==> src/hdl/rv_pkg.sv <==
// rv_pkg: widths, reset vector, opcode fields and shared enums of the rv64 core
package rv_pkg;

    localparam int XLEN       = 64;
    localparam int ILEN       = 32;
    localparam int REG_ADDR_W = 5;

    localparam logic [XLEN-1:0] RESET_PC = '0;  // first fetch at word 0
    localparam logic [XLEN-1:0] PC_STEP  = 4;   // one 32-bit instruction

    // major opcode field, inst[6:0]
    localparam logic [6:0] OPC_OP     = 7'b0110011;
    localparam logic [6:0] OPC_OP_IMM = 7'b0010011;
    localparam logic [6:0] OPC_LUI    = 7'b0110111;
    localparam logic [6:0] OPC_BRANCH = 7'b1100011;
    localparam logic [6:0] OPC_JAL    = 7'b1101111;
    localparam logic [6:0] OPC_SYSTEM = 7'b1110011;

    localparam logic [ILEN-1:0] EBREAK_INST = 32'h0010_0073;  // the only system op taken

    typedef enum logic [3:0] {
        ALU_ADD = 4'd0,
        ALU_SUB = 4'd1,
        ALU_AND = 4'd2,
        ALU_OR  = 4'd3,
        ALU_XOR = 4'd4,
        ALU_SLT = 4'd5,
        ALU_LUI = 4'd6,
        ALU_BEQ = 4'd7,
        ALU_BNE = 4'd8,
        ALU_JAL = 4'd9,
        ALU_NOP = 4'd15  // unknown encodings and ebreak
    } alu_op_e;

    typedef enum logic {
        CTRL_RUN  = 1'b0,
        CTRL_HALT = 1'b1
    } ctrl_state_e;

endpackage

==> src/hdl/retire_counter.sv <==
// retire counter: counts instructions that complete writeback, ebreak included
module retire_counter (
    input  logic                    clk,
    input  logic                    rst_n_i,
    input  logic                    retire_i,
    output logic [rv_pkg::XLEN-1:0] retired_o
);
    localparam logic [rv_pkg::XLEN-1:0] ONE = 1;

    always_ff @(posedge clk or negedge rst_n_i) begin
        if (!rst_n_i) begin
            retired_o <= '0;
        end else if (retire_i) begin
            retired_o <= retired_o + ONE;  // one per valid writeback slot
        end
    end
endmodule

==> config.mk <==
export PLATFORM = sky130hd
export DESIGN_NAME = retire_counter
export DESIGN_NICKNAME = d
export VERILOG_FILES = /design/src/hdl/rv_pkg.sv /design/src/hdl/retire_counter.sv
export SDC_FILE = /design/constraint.sdc
export NUM_CORES = 1
export LEC_CHECK = 0
export BUFFER_PORTS_ARGS = -buffer_cell sky130_fd_sc_hd__buf_2
export CAP_MARGIN = 20
export CELL_PAD_IN_SITES_DETAIL_PLACEMENT = 1
export CELL_PAD_IN_SITES_GLOBAL_PLACEMENT = 1
export CORE_MARGIN = 5
export CORE_UTILIZATION = 39
export DETAILED_ROUTE_END_ITERATION = 8
export HOLD_SLACK_MARGIN = 0.02
export PLACE_DENSITY_LB_ADDON = 0.1
export SYNTH_ARGS = -nofsm -noshare
export SYNTH_HDL_FRONTEND = slang
export SYNTH_SLANG_ARGS = --single-unit
==> constraint.sdc <==
create_clock -name clk -period 4.01 [get_ports clk]
set_input_delay 0.802 -clock clk [delete_from_list [all_inputs] [get_ports clk]]
set_output_delay 0.802 -clock clk [all_outputs]
set_load 0.1 [all_outputs]
==> results.yml <==
status:
  status: "finished, final reports clean"
grt:
  grt_pass1_vias: 2500
  antenna_found_initial: 0
  grt_overflow: 0
  grt_pass1_wl_um: 12760
  grt_use_total: 0.1617
  grt_max_degree: 42
clock_network:
  root_buffer: "clkbuf_8"
  cts_buffers: 9
  cts_tree: "yes"
  cts_buffer_depth: 2
  htree_num_levels: 3
  postCtsHoldBufs: 0
  cts_num_sinks: 64
  cts_resized: 0
  clk_pin_slew_ns: 0.07
  clk_latency_ns: 0.33
  post_cts_buffers: 0
power_and_ir_drop:
  leakage_nw: 1.923
  p_per_area_mw_per_mm2: 457.1
  vdd_drop_max_uv: 564.4
  p_comb_frac: 0.229
  intPower_mw: 1.102
  pwr-share-seq: 0.427
  netSwitchingPower_mw: 0.6353
  pwr-share-clk: 0.343
  p_sw_frac: 0.3656
critical_path:
  max_stage_delay_ns: 0.49
  critPathTopFamily: "flip-flops"
  cp_slowest_cell: "dfrtp_1"
  critical_path_class: "reg -> out"
  crit_fanout: 7
  cp-start-kind: "flop"
  critPathBufInv: 1
  reg2reg_depth: 5
  worstPathArrival_ns: 1.32
  path_cells: "buf_2"
  crit_cells: 1
  cp.required_ns: 3.21
  critPathCaptureType: "primary output"
  r2r_slack_ns: 2.04
sta:
  hold_viol_final: 0
  finalSetupTns_ns: 0
  period_share: 0.5280
  rsz0062_at_grt: "false"
  slew_viol_final: 0
  period_needed_ns: 2.117
  tightest_slew_ns: 0.5960
  fmax_mhz: 472.3
  slew_headroom: 0.5994
  setup_viol: 0
  skew_ns: 0.006226
  holdWs_ns: 0.4890
yosys:
  synthSimpleGateAreaFrac: 0.2839
  yosysMostFrequentCell: "dfrtp_1"
  synth_cell_types: 25
  synth_nets: 289
  synth_top_area_frac: 0.5170
  synthXorXnorAreaFrac: 0.1781
  synth_adder_area_share: 0.004039
  synth.area.top_cells: "dfrtp_1, xor2_1, xnor2_1"
  synth_edf_count: 0
  async_flop_share: 1.000
  synth-seq-cells: 64
  avgSynthCellArea_um2: 10.87
  synth_top_family_by_area: "simple AND/OR/NAND/NOR gates"
  postSynthCellCount: 285
  ys.flop_type: "dfrtp_1"
  yosys-top-cells-count: "dfrtp_1, xor2_1, nand2_1, xnor2_1, nor2_1"
  synth_area_mm2: 0.003098
  ys_seq_area_frac: 0.5170
  synth-compound-area-share: 0
  ys_warn_count: 0
  yosys.area.top_type: "dfrtp_1"
  synthMuxAreaShare: 0.003635
job:
  cap_violations: 0
route:
  vias_per_cell: 5.062
  ant_nets: 0
  detail_route.first_pass.iterations: 4
  wire_per_inst_um: 16.22
  drt_wl_total_um: 7640
  drc_errors: 0
  drt_iter0_markers: 54
  vias: 2384
cells_and_area:
  reg_top3: "retired_o x64"
  fill_cells: 886
  area_growth_pct: 22.70
  fin_nets: 368
  regMostFlops: "retired_o"
  largest_reg_flops: 64
  seqCellArea_mm2: 0.001602
  n_antenna_cell: 0
  multiInputGateArea_mm2: 0.001455
  drive_above_1_share: 0.2981
floorplanning:
  dieHeight_um: 99.13
  io_pins: 67
  die_w_um: 99.13
  coreArea_mm2: 0.007727
  start_util: 0.4009
  die_area_mm2: 0.009826
  rows: 32
hold_path:
  hp-class: "reg -> reg"
  min_path_cells: 1
placement:
  routabilityCongestion: 0.7389
  hpwl_um: 5777
  portBuffers: 66
==> logic make-up (layout without fill, tap and decap cells) <==
family,count (synthesis),count (layout)
xor gates and xnor gates,63,63
adders and majority gates,1,1
buffers and inverters,11,95
DFF,64,64
muxes,1,1
and+or+nand+nor,145,145
==> power groups by stage <==
stage | combinational (mW) | sequential, mW | clock, mW
floorplan | 0.0685 | 0.999 | 0
global placement | 0.394 | 0.754 | 0
detailed placement | 0.400 | 0.753 | 0
CTS | 0.400 | 0.742 | 0.615
global route | 0.416 | 0.748 | 0.647
finish | 0.398 | 0.743 | 0.597
==> per-layer routing <==
layer	wire length, µm	up-vias	GRT usage
met5	0	-	0
met4	80	0	0.04412
met3	307	7	0.04137
met2	3604	44	0.2546
met1	3647	1193	0.2218
li1	-	1140	-
==> placed cells by master, fill, tap and decap left out, types with 2 or more instances in the layout <==
cell / count
buf_2: 66
dfrtp_1: 64
xor2_1: 35
nand2_1: 28
xnor2_1: 28
nor2_1: 26
nand3_1: 20
nor3_1: 18
nand4_1: 17
clkbuf_8: 13
inv_1: 11
nand4_2: 6
nor4_2: 5
nor3_2: 4
nand3_2: 3
nor4_4: 3
nor4_1: 3
or2_2: 2
and3_1: 2
and2_1: 2
and4_1: 2
==> worst paths after layout <==
check,endpoint,startpoint
setup / recovery,retired_o[4],retired_o[4]
hold / removal,retired_o[34],retired_o[34]
setup reg to reg,retired_o[52],retired_o[7]
hold reg to reg,retired_o[34],retired_o[34]
max in group asynchronous,retired_o[3],rst_n_i
min in group asynchronous,retired_o[33],rst_n_i
==> final cells by class <==
type | instances | area share
sequential | 64 | 0.4213
multi-input combinational | 210 | 0.3828
timing repair buffer | 68 | 0.09414
clock buffer | 14 | 0.04806
tap | 102 | 0.03357
inverter | 11 | 0.01086
clock inverter | 2 | 0.009217
==> through the flow <==
| step | power (mW) | worst slack [ns] | cells | utilization | instance area, µm² |
|---|---|---|---|---|---|
| finish | 1.738 | 1.893 | 471 | 0.4919 | 3801 |
| global route | 1.811 | 1.812 | 471 | 0.4919 | 3801 |
| CTS | 1.756 | 1.887 | 470 | 0.4893 | 3781 |
| detailed placement | 1.154 | 1.682 | 454 | 0.4611 | 3563 |
| global placement | 1.148 | 1.646 | 454 | 0.4611 | 3563 |
| floorplan | 1.067 | 1.609 | 285 | - | 3098 |
Note: power is estimated with default switching activity, not from simulation.
