$ cat src/hdl/rv_pkg.sv
// rv_pkg: widths, reset vector, opcode fields and shared enums of the rv64 core
package rv_pkg;

    localparam int XLEN       = 64;
    localparam int ILEN       = 32;
    localparam int REG_ADDR_W = 5;

    localparam logic [XLEN-1:0] RESET_PC = '0;  // first fetch at word 0
    localparam logic [XLEN-1:0] PC_STEP  = 4;   // one 32-bit instruction

    // major opcode field, inst[6:0]
    localparam logic [6:0] OPC_OP     = 7'b0110011;
    localparam logic [6:0] OPC_OP_IMM = 7'b0010011;
    localparam logic [6:0] OPC_LUI    = 7'b0110111;
    localparam logic [6:0] OPC_BRANCH = 7'b1100011;
    localparam logic [6:0] OPC_JAL    = 7'b1101111;
    localparam logic [6:0] OPC_SYSTEM = 7'b1110011;

    localparam logic [ILEN-1:0] EBREAK_INST = 32'h0010_0073;  // the only system op taken

    typedef enum logic [3:0] {
        ALU_ADD = 4'd0,
        ALU_SUB = 4'd1,
        ALU_AND = 4'd2,
        ALU_OR  = 4'd3,
        ALU_XOR = 4'd4,
        ALU_SLT = 4'd5,
        ALU_LUI = 4'd6,
        ALU_BEQ = 4'd7,
        ALU_BNE = 4'd8,
        ALU_JAL = 4'd9,
        ALU_NOP = 4'd15  // unknown encodings and ebreak
    } alu_op_e;

    typedef enum logic {
        CTRL_RUN  = 1'b0,
        CTRL_HALT = 1'b1
    } ctrl_state_e;

endpackage

$ cat src/hdl/reg_file.sv
// register file: 31 writable 64-bit registers, x0 reads zero, writes pass through to reads
module reg_file (
    input  logic                          clk,
    input  logic                          rst_n_i,
    input  logic                          wen_i,
    input  logic [rv_pkg::REG_ADDR_W-1:0] waddr_i,
    input  logic [rv_pkg::XLEN-1:0]       wdata_i,
    input  logic [rv_pkg::REG_ADDR_W-1:0] raddr1_i,
    input  logic [rv_pkg::REG_ADDR_W-1:0] raddr2_i,
    output logic [rv_pkg::XLEN-1:0]       rdata1_o,
    output logic [rv_pkg::XLEN-1:0]       rdata2_o
);
    logic [rv_pkg::XLEN-1:0] regs [1:31];  // no storage behind x0

    // read logic of either port
    function automatic logic [rv_pkg::XLEN-1:0] read_port(
        input logic [rv_pkg::REG_ADDR_W-1:0] raddr
    );
        if (raddr == '0) begin
            return '0;
        end
        if (wen_i && (waddr_i == raddr)) begin
            return wdata_i;  // writeback in this cycle wins
        end
        return regs[raddr];
    endfunction

    always_ff @(posedge clk or negedge rst_n_i) begin
        if (!rst_n_i) begin
            for (int i = 1; i < 32; i++) begin
                regs[i] <= '0;
            end
        end else if (wen_i && (waddr_i != '0)) begin
            regs[waddr_i] <= wdata_i;
        end
    end

    always_comb begin
        rdata1_o = read_port(raddr1_i);
        rdata2_o = read_port(raddr2_i);
    end
endmodule

$ cat src/hdl/id_stage.sv
// decode stage: field decode, immediates, operand read and the decode/execute register
module id_stage (
    input  logic                          clk,
    input  logic                          rst_n_i,
    input  logic                          flush_i,
    input  logic [rv_pkg::XLEN-1:0]       if_pc_i,
    input  logic [rv_pkg::ILEN-1:0]       if_inst_i,
    input  logic                          if_valid_i,
    input  logic                          wb_wen_i,
    input  logic [rv_pkg::REG_ADDR_W-1:0] wb_waddr_i,
    input  logic [rv_pkg::XLEN-1:0]       wb_wdata_i,
    output logic                          id_valid_o,
    output rv_pkg::alu_op_e               id_alu_op_o,
    output logic [rv_pkg::REG_ADDR_W-1:0] id_rd_o,
    output logic                          id_reg_wen_o,
    output logic [rv_pkg::REG_ADDR_W-1:0] id_rs1_o,
    output logic [rv_pkg::REG_ADDR_W-1:0] id_rs2_o,
    output logic [rv_pkg::XLEN-1:0]       id_rs1_data_o,
    output logic [rv_pkg::XLEN-1:0]       id_rs2_data_o,
    output logic [rv_pkg::XLEN-1:0]       id_imm_o,
    output logic [rv_pkg::XLEN-1:0]       id_pc_o,
    output logic                          id_ebreak_o
);
    logic [6:0]                    opcode;
    logic [2:0]                    funct3;
    logic [6:0]                    funct7;
    logic [rv_pkg::REG_ADDR_W-1:0] rs1_addr;
    logic [rv_pkg::REG_ADDR_W-1:0] rs2_addr;
    logic [rv_pkg::REG_ADDR_W-1:0] rd_addr;
    logic [rv_pkg::XLEN-1:0]       rs1_data;
    logic [rv_pkg::XLEN-1:0]       rs2_data;
    logic [rv_pkg::XLEN-1:0]       imm;
    rv_pkg::alu_op_e               alu_op;
    logic                          reg_wen;
    logic                          use_imm;
    logic                          ebreak;

    assign opcode   = if_inst_i[6:0];
    assign rd_addr  = if_inst_i[11:7];
    assign funct3   = if_inst_i[14:12];
    assign rs1_addr = if_inst_i[19:15];
    assign rs2_addr = if_inst_i[24:20];
    assign funct7   = if_inst_i[31:25];

    reg_file u_reg_file (
        .clk      (clk),
        .rst_n_i  (rst_n_i),
        .wen_i    (wb_wen_i),
        .waddr_i  (wb_waddr_i),
        .wdata_i  (wb_wdata_i),
        .raddr1_i (rs1_addr),
        .raddr2_i (rs2_addr),
        .rdata1_o (rs1_data),
        .rdata2_o (rs2_data)
    );

    always_comb begin
        alu_op  = rv_pkg::ALU_NOP;
        reg_wen = 1'b0;
        use_imm = 1'b0;
        ebreak  = 1'b0;
        imm     = '0;
        case (opcode)
            rv_pkg::OPC_OP: begin
                reg_wen = 1'b1;
                case ({funct7, funct3})
                    {7'h00, 3'b000}: alu_op = rv_pkg::ALU_ADD;
                    {7'h20, 3'b000}: alu_op = rv_pkg::ALU_SUB;
                    {7'h00, 3'b111}: alu_op = rv_pkg::ALU_AND;
                    {7'h00, 3'b110}: alu_op = rv_pkg::ALU_OR;
                    {7'h00, 3'b100}: alu_op = rv_pkg::ALU_XOR;
                    {7'h00, 3'b010}: alu_op = rv_pkg::ALU_SLT;
                    default:         reg_wen = 1'b0;
                endcase
            end
            rv_pkg::OPC_OP_IMM: begin
                imm = {{(rv_pkg::XLEN-12){if_inst_i[31]}}, if_inst_i[31:20]};
                if (funct3 == 3'b000) begin  // addi only
                    alu_op  = rv_pkg::ALU_ADD;
                    reg_wen = 1'b1;
                    use_imm = 1'b1;
                end
            end
            rv_pkg::OPC_LUI: begin
                alu_op  = rv_pkg::ALU_LUI;
                reg_wen = 1'b1;
                imm     = {{(rv_pkg::XLEN-32){if_inst_i[31]}}, if_inst_i[31:12], 12'b0};
            end
            rv_pkg::OPC_BRANCH: begin
                imm = {{(rv_pkg::XLEN-12){if_inst_i[31]}}, if_inst_i[7],
                       if_inst_i[30:25], if_inst_i[11:8], 1'b0};
                if (funct3 == 3'b000) begin
                    alu_op = rv_pkg::ALU_BEQ;
                end else if (funct3 == 3'b001) begin
                    alu_op = rv_pkg::ALU_BNE;
                end
            end
            rv_pkg::OPC_JAL: begin
                alu_op  = rv_pkg::ALU_JAL;
                reg_wen = 1'b1;
                imm     = {{(rv_pkg::XLEN-20){if_inst_i[31]}}, if_inst_i[19:12],
                           if_inst_i[20], if_inst_i[30:21], 1'b0};
            end
            rv_pkg::OPC_SYSTEM: ebreak = (if_inst_i == rv_pkg::EBREAK_INST);
            default: ;
        endcase
    end

    always_ff @(posedge clk or negedge rst_n_i) begin
        if (!rst_n_i) begin
            id_valid_o <= 1'b0;
        end else begin
            id_valid_o <= if_valid_i && !flush_i;
        end
    end

    // addi rides the rs2 data path, with rs2 index 0 so nothing forwards over it
    always_ff @(posedge clk) begin
        id_alu_op_o   <= alu_op;
        id_rd_o       <= rd_addr;
        id_reg_wen_o  <= reg_wen && (rd_addr != '0);  // x0 never written
        id_rs1_o      <= rs1_addr;
        id_rs2_o      <= use_imm ? '0 : rs2_addr;
        id_rs1_data_o <= rs1_data;
        id_rs2_data_o <= use_imm ? imm : rs2_data;
        id_imm_o      <= imm;
        id_pc_o       <= if_pc_i;
        id_ebreak_o   <= ebreak;
    end
endmodule

$ cat config.mk
export PLATFORM = sky130hd
export DESIGN_NAME = id_stage
export DESIGN_NICKNAME = d
export VERILOG_FILES = /design/src/hdl/rv_pkg.sv /design/src/hdl/reg_file.sv /design/src/hdl/id_stage.sv
export SDC_FILE = /design/constraint.sdc
export NUM_CORES = 2
export LEC_CHECK = 0
export BUFFER_PORTS_ARGS = -buffer_cell sky130_fd_sc_hd__buf_4
export CORE_MARGIN = 1.5
export CORE_UTILIZATION = 41
export CTS_CLUSTER_DIAMETER = 200
export DETAILED_ROUTE_END_ITERATION = 6
export PLACE_DENSITY_LB_ADDON = 0.08
export SLEW_MARGIN = 15
export SYNTH_ARGS = -nofsm -noshare
export SYNTH_HDL_FRONTEND = slang
export SYNTH_HIERARCHICAL = 1
export SYNTH_SLANG_ARGS = --single-unit
$ cat constraint.sdc
create_clock -name clk -period 4.9 [get_ports clk]
set_input_delay 0.49 -clock clk [delete_from_list [all_inputs] [get_ports clk]]
set_output_delay 0.49 -clock clk [all_outputs]
set_load 0.1 [all_outputs]
==> out/qor.csv <==
metric,value,unit
first_pass_iters,6,
worstPathRequired,5640,ps
routed_wl,427.3,mm
syn-cell-area,113800,um2
crit_type,in2reg,
end_kind,flop,
synth_flop_cell,dfrtp_1,
worstReg2RegStart,u_reg_file/regs[1287],
period_needed,3096,ps
drt_iter0_drc,7177,
syn_inst,8283,
cts_root_buffer,clkbuf_16,
post_drt_via_cell_ratio,6.368,
placeableCoreArea,276300,um2
vias,78750,
critPathMaxFanout,52,
postRouteAntennaNets,0,
min_from,if_inst_i[15],
fin_worst_skew,35.62,ps
netlist-cell-type-count,64,
cts_setup_buffers,0,
syn_area_per_cell,13.74,um2
die_h,529.9,um
drc,0,
synth.most_common_cell,mux2_2,
grt_usage,30.14,%
area_growth,15.59,%
synthTopCellsByArea,"dfrtp_1 (44%), mux2_2 (23%), mux4_2 (13%)",
cts_max_level,5,
die_w,529.9,um
r2r_end,id_rs1_data_o[7],
synth_nets,8453,
finalSetupViolCount,0,
clk_pin_slew,60,ps
seqCellArea,54580,um2
finalSetupTns,0,ps
min_period_over_period,63.19,%
yosysWarnings,6,
synth_top_area_cell,dfrtp_1,
p_comb_share,21.1,%
place_congestion,0.8154,
ir_worst_vdd,0.3163,mV
dp_hpwl,241.2,mm
slowest_delay,1110,ps
drive_above_1_share,48.17,%
ys_seq_elements,2230,
min_to,id_rs1_o[0],
reg2reg_depth,5,
yosys-top-cells-count,"mux2_2 (2,317), dfrtp_1 (1,985), mux4_2 (640)",
cts_tree,done,
fill_cells,24410,
p_sw,16.82,mW
cts.sinks,2230,
power_density,436.3,nW/um2
routedWlPerCell,34.56,um
netlist.area_leader.share,43.64,%
slew_violations,0,
grt_pass1_vias,80940,
async_flop_share,89.01,%
io_buffers,447,
row_count,193,
synth_edf_count,0,
cp-start-kind,input port,
cap_violations,0,
cts-buffers-inserted,270,
grt_max_degree,173,
grt_overflow,0,
antenna_found_initial,33,
switching_share,29.31,%
rsz0062_at_grt,no,
max_slew_margin,12.33,%
synth-seq-area-share,47.95,%
critPathBufInv,2,
min_path_type,in2reg,
slowest_stage,a2111oi_0,
p_leak,57.27,nW
worst_hold_slack,1.679,ps
ff2ff_setup_slack,2310,ps
p_seq_share,42.5,%
pwr-share-clk,36.4,%
grt_pass1_wl,611.2,mm
start_util,41.20,%
hold_viol_final,0,
arrival,3830,ps
clockBufferDepth,4,
clock_latency,900,ps
tightest_slew,1282,ps
boundaryPins,448,
worstPathCellList,buf_8 -> buf_4 -> mux4_2 -> a22oi_1 -> nand2_1 -> a2111oi_0 -> nor2_1,
outcome,finished clean,
whs_path_depth,1,
max_clock_freq,0.3230,GHz
critPathTopFamily,compound AO/OA/AOI/OAI gates,
die-area,280800,um2
nets,8615,
multiInputGateArea,55640,um2
p_int,40.57,mW
[final cells by class]
class | count | area share, %
multi-input cells | 5128 | 42.29
flip-flops and latches | 2230 | 41.49
clock buffers | 416 | 6.232
repair buffers | 812 | 5.718
well taps | 3705 | 3.524
clock inverters | 64 | 0.7247
diodes | 7 | 0.01332
inverters | 3 | 0.008560
[metal layers]
metal | up-vias | global-route usage (%) | share of wire [%]
li1 | 31940 | - | -
met1 | 42760 | 43.34 | 44
met2 | 3308 | 46.57 | 45
met3 | 734 | 5.115 | 7.2
met4 | 4 | 8.908 | 3.2
met5 | - | 0 | 0.0056
[placed cells by master, fill, tap and decap left out, drive strengths merged, types with 9 or more instances in the layout]
master,instances
a21o,71
nand3,9
a21oi,68
dfxtp,245
nor2,95
clkinv,33
mux4,640
a2111oi,66
o22ai,65
bufinv,20
a22oi,193
o21ai,256
inv,12
dfrtp,1985
mux2,2317
mux2i,258
and2,15
nor4,68
buf,718
a31oi,127
dlygate4sd3,91
nand2,155
clkbuf,419
a22o,130
nor2b,202
nor3,138
a211oi,65
a221oi,128
[power by group through the flow]
stage	sequential (mW)	combinational [mW]	clock [mW]
6_report	24.4	12.1	20.9
5_1_grt	24.8	12.9	22.1
4_1_cts	24.3	12.1	21.3
3_5_place_dp	24.6	12.0	0
3_3_place_gp	24.4	11.8	0
2_1_floorplan	25.3	7.57	0
[what timing repair did]
item | in CTS | in global routing
hold buffers | 91 | 0
setup endpoints to repair | 0 | 0
gates resized for setup | 0 | 0
hold endpoints to repair | 360 | 0
[metrics by stage]
step	instance area, um2	power, mW	cells	util [%]	setup WS, ps
after CTS	131500	57.77	12360	47.61	1988
after global placement	121400	36.25	11790	43.96	1009
after global routing	131500	59.81	12360	47.62	1785
final	131600	57.39	12370	47.62	1804
after floorplan	113800	32.91	8283	-	2436
after detailed placement	121500	36.64	11790	43.97	1021
[state kept, by name, indices dropped and copies added, names as in the netlist]
| name | count |
|---|---|
| id_pc_o | 64 |
| id_rs2_o | 5 |
| id_reg_wen_o | 1 |
| id_valid_o | 1 |
| u_reg_file/regs | 1984 |
| id_rs2_data_o | 64 |
| id_rs1_data_o | 64 |
| id_rs1_o | 5 |
| id_imm_o | 32 |
| id_ebreak_o | 1 |
| id_rd_o | 5 |
| id_alu_op_o | 4 |
[worst max path at each step]
| stage | start | endpoint | slack [ps] | cells past startpoint |
|---|---|---|---|---|
| final | if_inst_i[15] | id_rs1_data_o[7] | 1800 | 7 |
| after CTS | if_inst_i[15] | id_rs1_data_o[7] | 1990 | 7 |
| after global routing | if_inst_i[15] | id_rs1_data_o[7] | 1790 | 7 |
| after detailed placement | if_inst_i[15] | id_rs1_data_o[7] | 1020 | 7 |
| after global placement | if_inst_i[15] | id_rs1_data_o[7] | 1010 | 7 |
| after floorplan | if_inst_i[20] | id_rs2_data_o[2] | 2440 | 8 |
[logic make-up (layout without fill, tap and decap cells)]
| family | after synthesis | count (layout) | synth area share [%] |
|---|---|---|---|
| other cells | 0 | 7 | 0 |
| simple gates | 725 | 725 | 3.379 |
| buf+inv | 925 | 1295 | 3.499 |
| xor+xnor | 11 | 11 | 0.08465 |
| fa+ha+maj | 1 | 1 | 0.008795 |
| flops | 2230 | 2230 | 47.95 |
| mux | 3215 | 3215 | 37.86 |
| compound gates | 1176 | 1176 | 7.217 |
Power figures use the tool's default switching activity.
