### config.mk
export PLATFORM = sky130hd
export DESIGN_NAME = if_stage
export DESIGN_NICKNAME = d
export VERILOG_FILES = /design/src/hdl/rv_pkg.sv /design/src/hdl/if_stage.sv
export SDC_FILE = /design/constraint.sdc
export NUM_CORES = 1
export LEC_CHECK = 0
export BUFFER_PORTS_ARGS = -buffer_cell sky130_fd_sc_hd__buf_2
export CORE_ASPECT_RATIO = 1.2
export CORE_MARGIN = 3
export CORE_UTILIZATION = 47
export DETAILED_ROUTE_END_ITERATION = 16
export PLACE_DENSITY = 0.8
export RECOVER_POWER = 100
export SYNTH_ARGS = -nofsm -noshare
export SYNTH_HDL_FRONTEND = slang
export SYNTH_SLANG_ARGS = --single-unit
### constraint.sdc
create_clock -name clk -period 2.75 [get_ports clk]
set_input_delay 0.4125 -clock clk [delete_from_list [all_inputs] [get_ports clk]]
set_output_delay 0.4125 -clock clk [all_outputs]
set_load 0.01 [all_outputs]
### src/hdl/rv_pkg.sv
// rv_pkg: widths, reset vector, opcode fields and shared enums of the rv64 core
package rv_pkg;

    localparam int XLEN       = 64;
    localparam int ILEN       = 32;
    localparam int REG_ADDR_W = 5;

    localparam logic [XLEN-1:0] RESET_PC = '0;  // first fetch at word 0
    localparam logic [XLEN-1:0] PC_STEP  = 4;   // one 32-bit instruction

    // major opcode field, inst[6:0]
    localparam logic [6:0] OPC_OP     = 7'b0110011;
    localparam logic [6:0] OPC_OP_IMM = 7'b0010011;
    localparam logic [6:0] OPC_LUI    = 7'b0110111;
    localparam logic [6:0] OPC_BRANCH = 7'b1100011;
    localparam logic [6:0] OPC_JAL    = 7'b1101111;
    localparam logic [6:0] OPC_SYSTEM = 7'b1110011;

    localparam logic [ILEN-1:0] EBREAK_INST = 32'h0010_0073;  // the only system op taken

    typedef enum logic [3:0] {
        ALU_ADD = 4'd0,
        ALU_SUB = 4'd1,
        ALU_AND = 4'd2,
        ALU_OR  = 4'd3,
        ALU_XOR = 4'd4,
        ALU_SLT = 4'd5,
        ALU_LUI = 4'd6,
        ALU_BEQ = 4'd7,
        ALU_BNE = 4'd8,
        ALU_JAL = 4'd9,
        ALU_NOP = 4'd15  // unknown encodings and ebreak
    } alu_op_e;

    typedef enum logic {
        CTRL_RUN  = 1'b0,
        CTRL_HALT = 1'b1
    } ctrl_state_e;

endpackage

### src/hdl/if_stage.sv
// fetch stage: program counter, fetch address and the fetch/decode pipeline register
module if_stage (
    input  logic                    clk,
    input  logic                    rst_n_i,
    input  logic                    fetch_en_i,
    input  logic                    flush_i,
    input  logic                    redirect_i,
    input  logic [rv_pkg::XLEN-1:0] next_pc_i,
    output logic [rv_pkg::XLEN-1:0] imem_addr_o,
    input  logic [rv_pkg::ILEN-1:0] imem_data_i,
    output logic [rv_pkg::XLEN-1:0] if_pc_o,
    output logic [rv_pkg::ILEN-1:0] if_inst_o,
    output logic                    if_valid_o
);
    logic [rv_pkg::XLEN-1:0] pc_q;

    assign imem_addr_o = pc_q;  // memory answers in the same cycle

    always_ff @(posedge clk or negedge rst_n_i) begin
        if (!rst_n_i) begin
            pc_q <= rv_pkg::RESET_PC;
        end else if (redirect_i) begin
            pc_q <= next_pc_i;  // target from execute
        end else if (fetch_en_i) begin
            pc_q <= pc_q + rv_pkg::PC_STEP;
        end
    end

    always_ff @(posedge clk or negedge rst_n_i) begin
        if (!rst_n_i) begin
            if_valid_o <= 1'b0;
        end else begin
            if_valid_o <= fetch_en_i && !flush_i;  // wrong-path fetch becomes a bubble
        end
    end

    always_ff @(posedge clk) begin
        if_pc_o   <= pc_q;
        if_inst_o <= imem_data_i;
    end
endmodule

==> flow_summary_export.csv, run 1 <==
group,metric,value,unit
timing,worst-slew-pin-transition,1256,ps
timing,setup_ws,143.9,ps
cts,clkLatencyLatePin,420,ps
timing,clock-skew-final,9.862,ps
floorplanning,core-area,12220,µm²
cts,clock_tree.htree_level_count,4,
global_route,first_global_vias,5193,
critical_path,worstPathCellList,"nand4_1, or3_1, or4_1, or3_1, a31oi_1",
global_route,grt_first_pass_wirelength,27090,µm
floorplanning,dieArea,14020,µm²
logic_synthesis,synthesis.nets,660,
power_and_ir_drop,worst_ir_drop_vdd,368.3,µV
layout,flow.area_growth_from_synthesis,30.78,%
detailed_routing,drtAntennaViolNets,0,
logic_synthesis,synth.distinct_cells,48,
layout,area.sequential,3548,µm²
critical_path,cp_startpoint_kind,"flip-flop",
layout,diodes,0,
critical_path,cp_data_required_time,3080,ps
outcome,outcome,"completed",
logic_synthesis,synth_top_cells_by_area,"dfxtp_1, dfrtp_1, xnor2_1",
detailed_routing,dr_total_vias,5353,
layout,final_layout_size_suffix_gt1_frac,0.1765,
floorplanning,starting_density,0.4856,
cts,clkSlewWorstSetupHoldPaths,60,ps
critical_path,worst-endpoint-arrival,2930,ps
logic_synthesis,synth_cells,558,
logic_synthesis,yosys_most_used_dff,"dfxtp_1",
critical_path,timing.critical_path.to_type,"flip-flop",
cts,postCtsResizedCells,0,
global_route,grt_antenna_before_repair,0,
layout,multi_input_area,2195,µm²
min_path,hold_path_startpoint,"imem_data_i[22]",
critical_path,critPathLaunch,"imem_addr_o[18]",
logic_synthesis,synth-seq-area-share,0.5979,
logic_synthesis,synth_top_cell_by_area,"dfxtp_1",
placed_design,worst_case_setup_slack_after_placement,147.9,ps
floorplanning,chipWidth,108.6,µm
logic_synthesis,synth_enable_flop_cells,0,
floorplanning,fp-row-count,44,
critical_path,crit_fanout,8,
logic_synthesis,synthesis.yosys.warnings,0,
critical_path,crit-reg2reg-launch,"imem_addr_o[18]",
placed_design,place.detailed.hpwl,13520,µm
global_route,grt_max_degree,64,
timing,final_critical_path_time_including_i_o_delays_and_setup,2606,ps
min_path,worst_hold_path_type,"input pin to flip-flop",
power_and_ir_drop,cellPowerDensity,724.4,nW/µm²
critical_path,cpPeakStageDelay,650,ps
cts,tritoncts.num_buffers,17,
global_route,grt_util_all_layers,0.2526,
job,maxCapViolCount,0,
timing,timing.final.max_slew_violations,0,
placed_design,globalplace.congestion,0.9514,
critical_path,cp_common_cell,"or3_1",
layout,layout_net_count,933,
global_route,overflow,0,
floorplanning,floorplan.io_pins,262,
layout,num-fill-cells,1110,
cts,cts_max_path_buffers,2,
detailed_routing,drt-wirelength-per-cell,17.86,µm
timing,final-setup-viol-count,0,
logic_synthesis,synthesized_area_per_cell,10.64,µm²
timing,setup_tns,0,ps
cts,numClockSinks,161,
timing,grt_setup_unrepaired,"no",
timing,final_hold_viol_count,0,
timing,worst_slew_margin_rel,0.1625,
detailed_routing,drt_first_pass_iters,5,
detailed_routing,detail_route.drc_violations,0,
detailed_routing,post_drt_via_cell_ratio,5.326,
floorplanning,floorplan.die.height,129.1,µm
logic_synthesis,asyncSetResetFlopFracSynth,0.4037,
detailed_routing,drt_iter0_drc,293,
logic_synthesis,synth_top_area_frac,0.3238,
logic_synthesis,synthMostInstantiatedCell,"dfxtp_1",
critical_path,worst_path_max_delay_cell,"or4_1",
timing,fin_crit_sh,0.9477,
cts,tritoncts,"done",
placed_design,place.port_buffers,261,
detailed_routing,finalWirelength,17950,µm
logic_synthesis,synth_area,5934,µm²
logic_synthesis,commonest_cells_post_synth,"dfxtp_1, nand2_1, dfrtp_1, o21ai_0, xnor2_1",
cts,clockRootBuffer,"clkbuf_16",
timing,fmaxAchievable,383.7,MHz
logic_synthesis,ys_ff_latch,161,
critical_path,crit_type,"flip-flop to flip-flop",
power_and_ir_drop,power.leakage,3.084,nW
[cell type report]
class                      count  area share
tap                          161     0.02596
clock inverter                13     0.01596
clock buffer                  19     0.05707
multi-input combinational    361      0.2828
timing repair buffer         283      0.1577
sequential                   161      0.4572
inverter                       7    0.003385
[cells by family after synthesis]
| group | after synthesis | synth area share |
|---|---|---|
| DFF | 161 | 0.5979 |
| muxes | 7 | 0.01307 |
| AOI/OAI and AO/OA | 73 | 0.07168 |
| adders and majority gates | 1 | 0.002108 |
| xor gates and xnor gates | 43 | 0.06346 |
| buffers and inverters | 36 | 0.03036 |
| and+or+nand+nor | 237 | 0.2214 |
[layer usage]
metal,vias to the layer above,GRT usage,routed length (µm)
met3,27,0.06328,1759
met4,0,0.08321,312
li1,2548,-,-
met1,2499,0.2909,6637
met2,279,0.4565,9244
met5,-,0,0
[sequential cells by signal, summed over array words and instances (netlist names)]
name,flops
if_pc_o,64
imem_addr_o,64
if_inst_o,32
if_valid_o,1
[what timing repair did]
action | 4_1_cts | 5_1_grt
setup endpoints to repair | 0 | 1
hold buffers | 1 | 0
endpoints found under the hold margin | 20 | 0
buffers inserted | 0 | 1
[critical path, delay by kind of cell (launching register included)]
family | cells | cell delay, ps
simple gates | 4 | 1870
compound gates | 1 | 190
flops | 1 | 460
[power by group]
group          switching, mW  total, mW  leakage (nW)  internal [mW]
logic                  0.374      0.619          1.22          0.246
clock network          0.980       2.27         0.277           1.29
registers              0.185       2.74          1.58           2.55
total                   1.54       5.62          3.08           4.08
[worst paths after layout]
check / end / slack, ps / cells after the start
hold / removal: if_inst_o[22] / 90 / 1
setup / recovery: imem_addr_o[58] / 140 / 5
setup reg to reg: imem_addr_o[58] / 140 / 5
min in group asynchronous: imem_addr_o[19] / 780 / 2
max in group asynchronous: imem_addr_o[42] / 1100 / 3
hold reg to reg: if_pc_o[1] / 400 / 0
[cells in the final DEF, fill, tap and decap left out, types with 15 or more instances in the layout]
cell type    n
nand4_1     23
clkbuf_16   17
dfxtp_1     96
nand2_1     68
nor4_1      22
clkbuf_1   181
xnor2_1     31
buf_2       95
o21ai_0     48
dfrtp_1     65
and4_1      15
nor2_1      25
nand3_1     21
or3_1       15
[per-stage QoR]
step	util	area, µm²	hold WS, ps	total power [mW]	cells
3_3_place_gp	0.6096	7451	379.2	3.448	971
4_1_cts	0.6568	8028	76.78	5.733	1004
6_report	0.6350	7761	91.96	5.622	1005
2_1_floorplan	-	5934	116.9	3.059	558
3_5_place_dp	0.6096	7451	387.6	3.469	971
5_1_grt	0.6350	7761	79.97	5.858	1005
Note: power is estimated with default switching activity, not from simulation.
==> run 2, diff against run 1 <==
--- a/config.mk
+++ b/config.mk
@@ -6,11 +6,14 @@
 export NUM_CORES = 1
 export LEC_CHECK = 0
 export BUFFER_PORTS_ARGS = -buffer_cell sky130_fd_sc_hd__buf_2
+export CELL_PAD_IN_SITES_DETAIL_PLACEMENT = 0
+export CELL_PAD_IN_SITES_GLOBAL_PLACEMENT = 1
 export CORE_ASPECT_RATIO = 1.2
 export CORE_MARGIN = 3
-export CORE_UTILIZATION = 47
+export CORE_UTILIZATION = 35
+export CTS_CLUSTER_DIAMETER = 60
 export DETAILED_ROUTE_END_ITERATION = 16
-export PLACE_DENSITY = 0.8
+export PLACE_DENSITY_LB_ADDON = 0.1
 export RECOVER_POWER = 100
 export SYNTH_ARGS = -nofsm -noshare
 export SYNTH_HDL_FRONTEND = slang
==> flow_summary_export.csv, run 2 (synthesis results as in run 1) <==
group,metric,value,unit
timing,fmaxAchievable,384.8,MHz
placed_design,place.port_buffers,261,
detailed_routing,post_drt_via_cell_ratio,4.940,
critical_path,register_to_register_setup_slack,150,ps
detailed_routing,detail_route.drc_violations,0,
power_and_ir_drop,pwr-share-clk,0.422,
cts,tritoncts,"done",
critical_path,worst_path_max_delay_cell,"or4_2",
power_and_ir_drop,cellPowerDensity,735.8,nW/µm²
floorplanning,starting_density,0.3619,
critical_path,worstPathCellList,"nand4_2, or4_2, nor4_1, buf_4, nor3b_1, a221o_1",
detailed_routing,drt_iter0_drc,306,
global_route,first_global_vias,5314,
critical_path,critPathCapture,"imem_addr_o[54]",
detailed_routing,drt-wirelength-per-cell,17.43,µm
global_route,grt_antenna_before_repair,0,
floorplanning,floorplan.die.height,148.6,µm
power_and_ir_drop,share_seq_of_total_power,0.470,
timing,final-setup-viol-count,0,
placed_design,globalplace.congestion,0.8743,
cts,cts_max_path_buffers,2,
layout,flow.area_growth_from_synthesis,32.81,%
critical_path,reg2reg_depth,6,
critical_path,crit-reg2reg-launch,"imem_addr_o[18]",
min_path,worst_hold_path_type,"input pin to flip-flop",
floorplanning,floorplan.io_pins,262,
timing,clock-skew-final,9.659,ps
cts,tritoncts.num_buffers,17,
layout,area.sequential,3548,µm²
global_route,grt_util_all_layers,0.1974,
critical_path,cp_startpoint_kind,"flip-flop",
critical_path,rr_endpoint,"imem_addr_o[54]",
layout,most-common-layout-cells,"clkbuf_1, buf_2, dfxtp_1",
timing,timing.final.max_slew_violations,66,
floorplanning,fp-row-count,51,
timing,grt_setup_unrepaired,"no",
timing,final_hold_viol_count,0,
placed_design,post-place-cells,1024,
floorplanning,chipWidth,124.9,µm
floorplanning,dieArea,18560,µm²
power_and_ir_drop,power.leakage,3.125,nW
layout,final_cells,1056,
timing,worst_slew_margin_rel,-0.1774,
timing,final_critical_path_time_including_i_o_delays_and_setup,2599,ps
placed_design,place.detailed.hpwl,13700,µm
cts,clkLatencyLatePin,430,ps
timing,worst-slew-pin-transition,1766,ps
global_route,grt_first_pass_wirelength,28650,µm
power_and_ir_drop,sw_frac_of_total,0.2721,
cts,clockRootBuffer,"clkbuf_16",
critical_path,worst-endpoint-arrival,2910,ps
cts,clock_tree.htree_level_count,4,
min_path,hold_path_startpoint,"imem_data_i[27]",
critical_path,cpPeakStageDelay,760,ps
layout,most_common_cell_after_layout_fill_and_taps_aside,"clkbuf_1",
power_and_ir_drop,worst_ir_drop_vdd,394.6,µV
power_and_ir_drop,power.net_switching,1.578,mW
power_and_ir_drop,intPower,4.221,mW
job,maxCapViolCount,1,
cts,numClockSinks,161,
outcome,failing_checks,"capacitance limit, slew limit",
cts,clkSlewWorstSetupHoldPaths,70,ps
timing,whs,82.48,ps
layout,layout_net_count,933,
cts,postCtsResizedCells,0,
critical_path,timing.critical_path.to_type,"flip-flop",
detailed_routing,drtAntennaViolNets,0,
global_route,overflow,0,
floorplanning,core-area,16400,µm²
timing,fin_crit_sh,0.9450,
cts,number_of_buffers_inserted_by_hold_repair_at_cts,0,
layout,num-fill-cells,1705,
global_route,grt_max_degree,98,
detailed_routing,dr_total_vias,5217,
detailed_routing,finalWirelength,18400,µm
critical_path,crit_fanout,8,
critical_path,critPathLaunch,"imem_addr_o[18]",
power_and_ir_drop,pwr-share-comb,0.108,
critical_path,cp_data_required_time,3060,ps
cts,post-cts-setup-buffers,0,
outcome,outcome,"finished, violations left",
critical_path,crit_type,"flip-flop to flip-flop",
layout,multi_input_area,2200,µm²
layout,diodes,0,
timing,setup_tns,0,ps
detailed_routing,drt_first_pass_iters,4,
timing,setup_ws,151.4,ps
placed_design,worst_case_setup_slack_after_placement,177.4,ps
layout,final_layout_size_suffix_gt1_frac,0.1848,
==> run 2: changes by cell type in the layout (fill, tap and decap cells not counted), sizes merged <==
cell	previous run	this run
buf	101	104
bufinv	1	2
clkbuf	200	197
clkinvlp	2	0
dlygate4sd3	1	0
inv	14	16
==> run 2: cell type report <==
type / instances / share of cell area
inverter: 7 / 0.003334
timing repair buffer: 283 / 0.1557
clock buffer: 18 / 0.05715
clock inverter: 14 / 0.02080
multi-input combinational: 361 / 0.2791
sequential: 161 / 0.4502
tap: 212 / 0.03366
==> run 2: worst min-delay path by stage <==
stage | to | slack, ps | cells past startpoint
5_1_grt | if_inst_o[27] | 60 | 1
3_3_place_gp | if_pc_o[0] | 370 | 0
4_1_cts | if_inst_o[23] | 60 | 1
2_1_floorplan | if_valid_o | 120 | 0
6_report | if_inst_o[27] | 80 | 1
3_5_place_dp | if_pc_o[0] | 370 | 0
==> run 2: critical path: cells and delay by family, from the launching register on <==
kind | cells | cell delay, ps
AO/OA/AOI/OAI | 1 | 260
AND/OR/NAND/NOR | 4 | 1550
buffers and inverters | 1 | 200
flip-flops | 1 | 450
==> run 2: routing by layer <==
| metal | global-route usage | share of wire | wire length (µm) |
|---|---|---|---|
| met3 | 0.06070 | 0.070 | 1290 |
| met1 | 0.2215 | 0.39 | 7145 |
| met4 | 0.06725 | 0.015 | 284 |
| met5 | 0 | 0 | 0 |
| met2 | 0.3569 | 0.53 | 9683 |
==> run 2: per-stage QoR <==
step / total power [mW] / utilization / instance area [µm²]
after floorplan: 3.059 / - / 5934
after global placement: 3.464 / 0.4593 / 7532
final: 5.799 / 0.4806 / 7881
after CTS: 5.940 / 0.4968 / 8147
after global routing: 6.068 / 0.4806 / 7881
after detailed placement: 3.475 / 0.4593 / 7532
==> run 2: power by group through the flow <==
| stage | Clock [mW] | Sequential [mW] | Combinational (mW) |
|---|---|---|---|
| 6_report | 2.45 | 2.72 | 0.626 |
| 5_1_grt | 2.61 | 2.76 | 0.698 |
| 3_5_place_dp | 0 | 2.77 | 0.706 |
| 4_1_cts | 2.51 | 2.72 | 0.709 |
| 3_3_place_gp | 0 | 2.76 | 0.703 |
| 2_1_floorplan | 0 | 2.84 | 0.215 |
==> run 3, diff against run 2 <==
--- a/config.mk
+++ b/config.mk
@@ -8,9 +8,9 @@
 export BUFFER_PORTS_ARGS = -buffer_cell sky130_fd_sc_hd__buf_2
 export CELL_PAD_IN_SITES_DETAIL_PLACEMENT = 0
 export CELL_PAD_IN_SITES_GLOBAL_PLACEMENT = 1
-export CORE_ASPECT_RATIO = 1.2
 export CORE_MARGIN = 3
-export CORE_UTILIZATION = 35
+export CORE_UTILIZATION = 37
+export CTS_BUF_LIST = sky130_fd_sc_hd__clkbuf_16
 export CTS_CLUSTER_DIAMETER = 60
 export DETAILED_ROUTE_END_ITERATION = 16
 export PLACE_DENSITY_LB_ADDON = 0.1
==> constraint.sdc (replaced) <==
create_clock -name clk -period 3.1 [get_ports clk]
set_input_delay 0.465 -clock clk [delete_from_list [all_inputs] [get_ports clk]]
set_output_delay 0.465 -clock clk [all_outputs]
set_load 0.01 [all_outputs]
==> flow_summary_export.csv, run 3 (synthesis results as in run 1) <==
group,metric,value,unit
cts,postCtsResizedCells,0,
cts,post-cts-setup-buffers,0,
layout,layout_net_count,916,
critical_path,crit_type,"flip-flop to flip-flop",
layout,most_common_cell_after_layout_fill_and_taps_aside,"clkbuf_1",
detailed_routing,drt_first_pass_iters,6,
floorplanning,fp-row-count,45,
detailed_routing,post_drt_via_cell_ratio,5.030,
global_route,grt_first_pass_wirelength,27930,µm
detailed_routing,dr_total_vias,5221,
critical_path,cpPeakStageDelay,750,ps
power_and_ir_drop,power,5.157,mW
critical_path,critical_path.top_delay_family,"simple AND/OR/NAND/NOR gates",
critical_path,cp_startpoint_kind,"flip-flop",
cts,cts_max_path_buffers,2,
critical_path,crit-reg2reg-launch,"imem_addr_o[7]",
floorplanning,floorplan.io_pins,262,
global_route,grt_util_all_layers,0.2013,
timing,worst-slew-pin-transition,1754,ps
timing,clock-skew-final,10.48,ps
power_and_ir_drop,cellPowerDensity,663.3,nW/µm²
global_route,grt_antenna_before_repair,0,
timing,final-setup-viol-count,0,
outcome,failing_checks,"capacitance limit, slew limit",
cts,clkSlewWorstSetupHoldPaths,70,ps
timing,fin_crit_sh,0.8762,
min_path,worst_hold_path_type,"input pin to flip-flop",
floorplanning,core-area,15430,µm²
critical_path,critical_path_cell_count,5,
cts,clkLatencyLatePin,420,ps
cts,clock_tree.htree_level_count,4,
power_and_ir_drop,power.leakage,3.069,nW
outcome,outcome,"finished, violations left",
power_and_ir_drop,worst_ir_drop_vdd,372.1,µV
floorplanning,floorplan.die.height,132.6,µm
floorplanning,dieArea,17590,µm²
timing,setup_tns,0,ps
critical_path,worstPathCellList,"nand4_1, or4_1, or4_1, or3_1, a31oi_1",
layout,final_util,0.5040,
critical_path,timing.critical_path.to_type,"flip-flop",
timing,timing.final.max_slew_violations,66,
placed_design,globalplace.congestion,0.8554,
layout,diodes,0,
global_route,grt_max_degree,78,
cts,number_of_buffers_inserted_by_hold_repair_at_cts,0,
timing,worst_slew_margin_rel,-0.1694,
detailed_routing,drt_iter0_drc,291,
detailed_routing,drt-wirelength-per-cell,17.28,µm
cts,numClockSinks,161,
timing,final_hold_viol_count,0,
layout,final_area,7775,µm²
layout,flow.area_growth_from_synthesis,31.01,%
critical_path,rr_endpoint,"imem_addr_o[55]",
critical_path,cp_common_cell,"or4_1",
detailed_routing,detail_route.drc_violations,0,
cts,clockRootBuffer,"clkbuf_16",
global_route,first_global_vias,5182,
critical_path,cp_num_buf_inv,0,
layout,num-fill-cells,1602,
critical_path,register_to_register_setup_slack,380,ps
critical_path,worst_path_max_delay_cell,"or4_1",
timing,final_critical_path_time_including_i_o_delays_and_setup,2716,ps
critical_path,crit_fanout,12,
placed_design,place.port_buffers,261,
layout,most-common-layout-cells,"clkbuf_1, buf_2, dfxtp_1",
layout,final_layout_size_suffix_gt1_frac,0.1765,
floorplanning,chipWidth,132.6,µm
critical_path,critPathLaunch,"imem_addr_o[7]",
placed_design,placed_area,7403,µm²
detailed_routing,finalWirelength,17940,µm
placed_design,place.detailed.hpwl,13440,µm
critical_path,cp_data_required_time,3440,ps
cts,tritoncts,"done",
critical_path,critPathCapture,"imem_addr_o[55]",
detailed_routing,drtAntennaViolNets,0,
global_route,overflow,0,
job,maxCapViolCount,1,
critical_path,worst-endpoint-arrival,3060,ps
timing,fmaxAchievable,368.2,MHz
cts,tritoncts.num_buffers,17,
floorplanning,starting_density,0.3847,
critical_path,reg2reg_depth,5,
timing,grt_setup_unrepaired,"no",
run 3: cell count changes in the layout (fill, tap and decap cells not counted), sizes merged:
cell / delta
buf: -6
bufinv: +2
clkbuf: -12
clkinv: +2
clkinvlp: +2
inv: -5
run 3: power breakdown:
group	internal (mW)	switching [mW]
Clock	1.34	0.850
Sequential	2.26	0.177
Combinational	0.211	0.313
run 3: worst min-delay path by stage:
stage	start	endpoint	slack, ps	cells past startpoint
floorplan	rst_n_i	if_valid_o	170	0
global placement	imem_addr_o[0]	if_pc_o[0]	380	0
detailed placement	imem_addr_o[1]	if_pc_o[1]	380	0
CTS	imem_data_i[14]	if_inst_o[14]	120	1
global route	imem_data_i[14]	if_inst_o[14]	120	1
finish	imem_data_i[14]	if_inst_o[14]	140	1
run 3: cell type report:
cell class | count | area, µm² | area share
tap | 211 | 264.0 | 0.03396
sequential | 161 | 3548 | 0.4564
clock buffer | 17 | 425.4 | 0.05472
timing repair buffer | 266 | 1126 | 0.1448
clock inverter | 15 | 188.9 | 0.02430
multi-input combinational | 361 | 2196 | 0.2824
inverter | 7 | 26.28 | 0.003379
run 3: routing by layer:
| layer | track usage | share of wire | vias to the layer above |
|---|---|---|---|
| li1 | - | - | 2522 |
| met1 | 0.2469 | 0.42 | 2485 |
| met2 | 0.3415 | 0.51 | 204 |
| met3 | 0.06236 | 0.067 | 10 |
| met4 | 0.06005 | 0.0085 | 0 |
| met5 | 0 | 0 | - |
run 3: per-stage QoR:
| stage | worst slack [ps] | hold WS (ps) | instances |
|---|---|---|---|
| after global routing | 220.1 | 117.8 | 1038 |
| after CTS | 458.9 | 121.1 | 1038 |
| after floorplan | 651.3 | 169.4 | 558 |
| final | 383.7 | 140.3 | 1038 |
| after global placement | 466.0 | 375.4 | 1006 |
| after detailed placement | 444.3 | 383.6 | 1006 |
